`src/verilog/cache_consts.svh`:
```
// Size constants for the two-way data cache
// Address, word, line, index and tag widths

`ifndef CACHE_CONSTS_SVH
`define CACHE_CONSTS_SVH

// Byte address and data word
`define CACHE_ADDR_BITS 64
`define CACHE_WORD_BITS 64

// Eight words per line, 64 bytes
`define CACHE_LINE_WORDS 8
`define CACHE_OFFSET_BITS 6
`define CACHE_WORD_SEL_BITS 3

// 16 sets
`define CACHE_INDEX_BITS 4

// Whatever is left of the address above index and offset
`define CACHE_TAG_BITS (`CACHE_ADDR_BITS - `CACHE_INDEX_BITS - `CACHE_OFFSET_BITS)

`endif
```
`src/verilog/cachePkg.sv`:
```
// Shared types of the data cache
// Address, data, line and way types
// Opcode and controller state enums

`include "cache_consts.svh"

package cachePkg;

    typedef logic [`CACHE_ADDR_BITS-1:0] addrT;
    typedef logic [`CACHE_WORD_BITS-1:0] wordT;
    typedef logic [`CACHE_TAG_BITS-1:0] tagT;
    typedef logic [`CACHE_INDEX_BITS-1:0] indexT;
    typedef logic [`CACHE_WORD_SEL_BITS-1:0] wordSelT;

    // Word 0 sits in the low bits
    typedef logic [`CACHE_LINE_WORDS-1:0][`CACHE_WORD_BITS-1:0] lineT;

    typedef logic wayT;

    typedef enum logic {
        opRead,
        opWrite
    } coreOpE;

    typedef enum logic [2:0] {
        stIdle,
        stLookup,
        stFillReq,
        stFill,
        stWriteAddr,
        stWriteData,
        stRespond
    } cacheStateE;

endpackage

```
`src/verilog/lineBuffer.sv`:
```
// Eight-word line register of the data cache
// Loads a way, captures fill beats, merges the store word
// Word select for core response and write-through beats

`timescale 1ns/10ps

module lineBuffer (
    input  logic               rwArbiterCacheBus,
    input  logic               rst,
    input  logic               loadEn,
    input  cachePkg::lineT     loadLine,
    input  logic               beatEn,
    input  cachePkg::wordSelT  beatSel,
    input  cachePkg::wordT     beatData,
    input  logic               mergeEn,
    input  cachePkg::wordSelT  mergeSel,
    input  cachePkg::wordT     mergeData,
    input  cachePkg::wordSelT  outSel,
    output cachePkg::lineT     line,
    output cachePkg::wordT     word
);

    cachePkg::lineT lineReg;
    cachePkg::lineT nextLine;

    // Store word goes over a loaded or filled line in the same cycle
    always_comb begin
        nextLine = lineReg;
        if (loadEn) begin
            nextLine = loadLine;
        end else if (beatEn) begin
            nextLine[beatSel] = beatData;
        end
        if (mergeEn) begin
            nextLine[mergeSel] = mergeData;
        end
    end

    always_ff @(posedge rwArbiterCacheBus) begin
        lineReg <= nextLine;
    end

    assign line = lineReg;

    // Selected word, registered source
    assign word = lineReg[outSel];

    // A way load never lands during a fill
    noLoadInFill: assert property (@(posedge rwArbiterCacheBus) disable iff (rst)
        !(loadEn && beatEn));

endmodule

```
`config.mk`:
```
export PLATFORM = sky130hd
export DESIGN_NAME = lineBuffer
export DESIGN_NICKNAME = d
export VERILOG_FILES = /design/src/verilog/cachePkg.sv /design/src/verilog/lineBuffer.sv
export VERILOG_INCLUDE_DIRS = /design/src /design/src/verilog
export SDC_FILE = /design/constraint.sdc
export NUM_CORES = 2
export LEC_CHECK = 0
export BUFFER_PORTS_ARGS = -buffer_cell sky130_fd_sc_hd__buf_2
export CORE_AREA = 10 10 474 476
export DETAILED_ROUTE_END_ITERATION = 12
export DIE_AREA = 0 0 484 486
export GPL_TIMING_DRIVEN = 1
export PLACE_DENSITY_LB_ADDON = 0.3
export REMOVE_ABC_BUFFERS = 1
export SYNTH_ARGS = -nofsm -noshare
export SYNTH_HDL_FRONTEND = slang
export SYNTH_SLANG_ARGS = --single-unit
```
`constraint.sdc`:
```
create_clock -name rwArbiterCacheBus -period 5.3 [get_ports rwArbiterCacheBus]
set_input_delay 1.325 -clock rwArbiterCacheBus [delete_from_list [all_inputs] [get_ports rwArbiterCacheBus]]
set_output_delay 1.325 -clock rwArbiterCacheBus [all_outputs]
set_load 0.1 [all_outputs]
```
; Word level (Yosys, flattened, before mapping)
; Cells that the tools add are included.
[classes]
addsub = 0
n_mul = 0
div = 0
n_lt_le_gt_ge = 5
n_eq_ne = 0
n_shift = 0
mux = 11
n_bitwise = 0
n_reduce_logical = 2
[op_table]
columns = cell, n
row1 = $mux 512, 3
row2 = $bwmux 512, 2
row3 = $demux 64 s3, 2
row4 = $bmux 64 s3, 1
row5 = $mux 64, 3
row6 = $lt 3x4->1 const B, 3
row7 = $ge 3x1->1 const B, 2
row8 = $logic_and 1x1->1, 2
[totals]
register_bits = 512
latchBits = 0
ram_bits = 0
mem_bits_ro = 0
in_bits = 654
output_inout_bits = 576
wordCells = 26
memories = 0

; Longest topological paths before layout
[logic_depth]
word_depth = 9
ltp_mapped = 6
ltp_nobuf = 3

; Worst setup path before layout
; No wires, ideal clock.
[synth_timing]
path_kind = input port to output port
start = in outSel[0]
end = out word[0]
arrival_time_ps = 2769
required_ps = 3975
setup_slack_ps = 1206
path_stages = 4
path_buffers = 2
cell_sequence = buf_2 buf_2 mux4_2 mux2_2
[synth_between]
elab_chain_len = 2
[synth_lines]
columns = element, line
row1 = start: declaration, lineBuffer.sv:18  ; input cachePkg::wordSelT outSel,
row2 = $bmux 64 s3, lineBuffer.sv:46  ; assign word = lineReg[outSel];
row3 = $mux 64 (not written as such), lineBuffer.sv:46
row4 = end: declaration, lineBuffer.sv:20  ; output cachePkg::wordT word
; No other way between the ends. The select of a mux whose other input is x is not followed.

; Worst setup path after layout
[layout_timing]
start = in outSel[0]
end = out word[54]
; Same word-level chain as after synthesis.

==> impl_results.md <==
* Kind of start point of the critical path: primary input
* Hpwl dp at 201 mm
* Number of sinks handled by clock tree synthesis at 512
* Maximum number of pins on one net before global-route repair at 92
* CTS tree: built
* Register-to-Register Path Depth at 2
* Die area at 235000 sq um
* Kind of end point of the critical path: output pin
* Clk Tree Root Cell: sky130_fd_sc_hd__clkbuf_16
* Adder-Cell Fraction of Synth Area at 0%
* Critical path launch point: outSel[0]
* Resized Gates After CTS at 0
* Hold_ws at 0.575 ns
* Minimum clock period at 4.68 ns
* Combinational family with the most area after synthesis: multiplexers
* Synth-to-Final Area Change at 36.4%
* Detailed-route wire length per cell at 36.7 microns
* Chain of cells forming the critical path: buf_8, buf_12, buf_12, mux4_2, mux2_2, buf_2
* Average vias per placed instance at 4.81
* Tcrit/Tclk final at 88.3%
* Sequential area share after synthesis at 33.2%
* Number of DRC violations after detailed-routing iteration 0 at 3828
* Warnings from Yosys at 0
* Number of flip-flops under the largest register name at 512
* Post-synthesis async set-or-reset flop share at 0%
* Total non-filler cell area in the finished layout at 42100 sq um
* Area share of the largest cell type after synthesis at 33.2%
* P per Cell Area at 416 nW/um^2
* Top delay family on crit path: buffers and inverters
* H-Tree Level Count at 3
* Detailed-route wire length at 263 mm
* GRT Util Overall at 21.1%
* Remaining max-slew budget at the tightest pin at 25.3%
* DR DRC count at 0
* Xor and xnor fraction of the mapped netlist area at 0%
* Pin slew with the least headroom to its limit at 1.12 ns
* 1st-pass router iterations at 6
* Final core utilization at 19.5%
* Floorplan Core Area at 216000 sq um
* Vias at 34500
* Static leakage power at 17.5 nW
* Worst Path Max Fanout at 18
* Peak clock frequency supported by timing at 214 MHz
* Number of cells on the worst hold path at 2
* Total congestion overflow after global routing at 0
* Initial standard-cell utilization of the core at 14.3%
* Buffer depth of the longest clock path at 3
* Max-cap viol count at 0
* Number of flip-flops and latches in the synthesized netlist at 512
* Final Max Tran Viols at 0
* Mapped Area at 30900 sq um
* Cell area after placement at 39500 sq um
* Largest area contributor in the synthesized netlist: sky130_fd_sc_hd__dfxtp_1
* CP Data Required Time at 3.97 ns
* Critical Setup Path Class: primary input to output pin
* Post-Route Skew at 0 ns
* Number of buffers inserted to repair setup after CTS at 0
* Beginning of the worst register-to-register path: line[485]
* Origin of the worst min-delay path: line[474]
* Synthesized instance count at 3236
* Rows at 171
* RePlAce Congestion at 0.928
* Count of pins on the block boundary at 1230
* Max IR drop VDD at 235 uV
* Largest stage delay on the critical path at 0.52 ns
* Result of the run: complete, no violations
* Number of routed nets with antenna violations at 0
* Leading post-synthesis cells by instance count: sky130_fd_sc_hd__nor2_1 (513), sky130_fd_sc_hd__dfxtp_1 (512), sky130_fd_sc_hd__mux2i_1 (506), sky130_fd_sc_hd__nor3_1 (506), sky130_fd_sc_hd__a211oi_1 (370)
* Die extent in y at 486 microns
* Reg-to-reg critical path endpoint: line[485]
* Post-synthesis share of cell area spent on and, or, nand and nor gates at 15.7%
* Most frequent cell on the critical path: sky130_fd_sc_hd__buf_12
* First-pass GRT wire length at 343 mm
* Number of antenna violations at the first check in global routing at 140
* Cell variety after synth at 36
* Count of input and output buffers at 1228
* Reg-to-reg slack, setup at 4.26 ns
* Synth area leaders: sky130_fd_sc_hd__dfxtp_1 (33%), sky130_fd_sc_hd__mux2i_1 (16%), sky130_fd_sc_hd__mux4_2 (9.3%), sky130_fd_sc_hd__a211oi_1 (9.0%), sky130_fd_sc_hd__nor3_1 (8.2%)
* Arrival time worst endpoint at 3.35 ns
* Die Width at 484 microns
* Number of buffers created by CTS at 72
* Unrepaired setup endpoints after global routing: false
* Average footprint of a synthesized cell at 9.53 sq um
* Number of failing hold endpoints at the final stage at 0
* Clk pin slew, worst setup/hold paths at 0.06 ns
* Most common cell in the synthesized netlist: sky130_fd_sc_hd__nor2_1
* Post-CTS Hold Fix Bufs at 0
* Setup-failing EPs final at 0
* Vias in the first global route at 34200
* Cell count after placement at 6983
* Class of the worst hold path: flip-flop to flip-flop
* Destination of the worst hold path: line[474]
* Total buffers and inverters traversed by the critical path at 4
* Number of nets at the end of the flow at 4857
* Non-filler cells in the finished layout at 7172
* Synth Flop Type: sky130_fd_sc_hd__dfxtp_1
* Cell with the largest stage delay on the worst path: sky130_fd_sc_hd__mux4_2
* Share of layout cells above drive strength 1 at 42.3%
* Multiplexer share of the synthesized area at 28.1%
* Count of filler cells inserted in the layout at 24100
* Number of enable flip-flop cells after synthesis at 0
* Compound-Gate Fraction of Synth Area at 14.9%
* Clock latency of the later-clocked register in the worst-skew pair at 0.69 ns
-- per-layer routing --
| layer | up-vias | part of all wire (%) | routed length [microns] | global-route usage [%] |
|---|---|---|---|---|
| met5 | - | 0.23 | 606 | 0 |
| met4 | 92 | 4.7 | 12500 | 9.36 |
| met3 | 606 | 11 | 28000 | 7.36 |
| met1 | 17200 | 40 | 104000 | 25.6 |
| met2 | 2577 | 45 | 118000 | 33.7 |
| li1 | 14000 | - | - | - |
-- worst max-delay path by stage --
stage	to	slack (ns)	cells after the start
floorplan	line[127]	-1.01	3
global placement	word[6]	0.65	6
detailed placement	word[54]	0.65	6
CTS	word[54]	0.64	6
global route	word[54]	0.60	6
finish	word[54]	0.62	6
-- worst min-delay path, cell delays in order, from the launching register on --
cell and delay, ns:
sky130_fd_sc_hd__dfxtp_1 0.32, sky130_fd_sc_hd__mux2i_1 0.13, sky130_fd_sc_hd__a211oi_1 0.08
-- cell families (layout without fill, tap and decap cells) --
family / Yosys count / count (layout)
DFF: 512 / 512
other: 0 / 57
muxes: 698 / 698
buffers and inverters: 445 / 1470
AOI/OAI and AO/OA: 524 / 524
and+or+nand+nor: 1057 / 1057
-- through the flow --
step	worst slack, ns	setup TNS [ns]	power (W)
finish	0.621	0	0.0175
global route	0.599	0	0.0179
CTS	0.636	0	0.0176
detailed placement	0.651	0	0.0124
global placement	0.654	0	0.0123
floorplan	-1.01	-374.37	0.0101
-- cell usage in the layout (no fill, tap or decap), types with 8 or more instances in the layout --
master,netlist,layout
sky130_fd_sc_hd__mux2_2,64,64
sky130_fd_sc_hd__mux2i_1,506,506
sky130_fd_sc_hd__dfxtp_1,512,512
sky130_fd_sc_hd__nor3_1,506,506
sky130_fd_sc_hd__diode_2,0,57
sky130_fd_sc_hd__clkinv_2,0,10
sky130_fd_sc_hd__buf_4,69,71
sky130_fd_sc_hd__buf_12,6,38
sky130_fd_sc_hd__a211oi_2,136,136
sky130_fd_sc_hd__clkbuf_1,94,19
sky130_fd_sc_hd__a211oi_1,370,370
sky130_fd_sc_hd__nor2_4,1,8
sky130_fd_sc_hd__buf_2,161,1224
sky130_fd_sc_hd__nor2_1,513,512
sky130_fd_sc_hd__clkbuf_16,0,74
sky130_fd_sc_hd__mux4_2,128,128
sky130_fd_sc_hd__a21oi_1,12,12
sky130_fd_sc_hd__clkbuf_8,0,16
-- cell type report --
cell class / instances / area, sq um / share of cell area, %
flip-flops and latches: 512 / 10200 / 24.3
inverters: 2 / 15.0 / 0.0357
clock buffers: 108 / 2130 / 5.06
well taps: 2854 / 3570 / 8.48
diodes: 57 / 143 / 0.339
clock inverters: 24 / 308 / 0.731
repair buffers: 1336 / 7460 / 17.7
multi-input cells: 2279 / 18200 / 43.3
-- power breakdown --
group          internal [W]  leakage [nW]  switching (W)  total [W]
combinational       0.00145          12.0        0.00595    0.00739
clock               0.00304          1.20        0.00219    0.00523
sequential          0.00432          4.32       0.000581    0.00490
(Power assumes the default switching activity.)
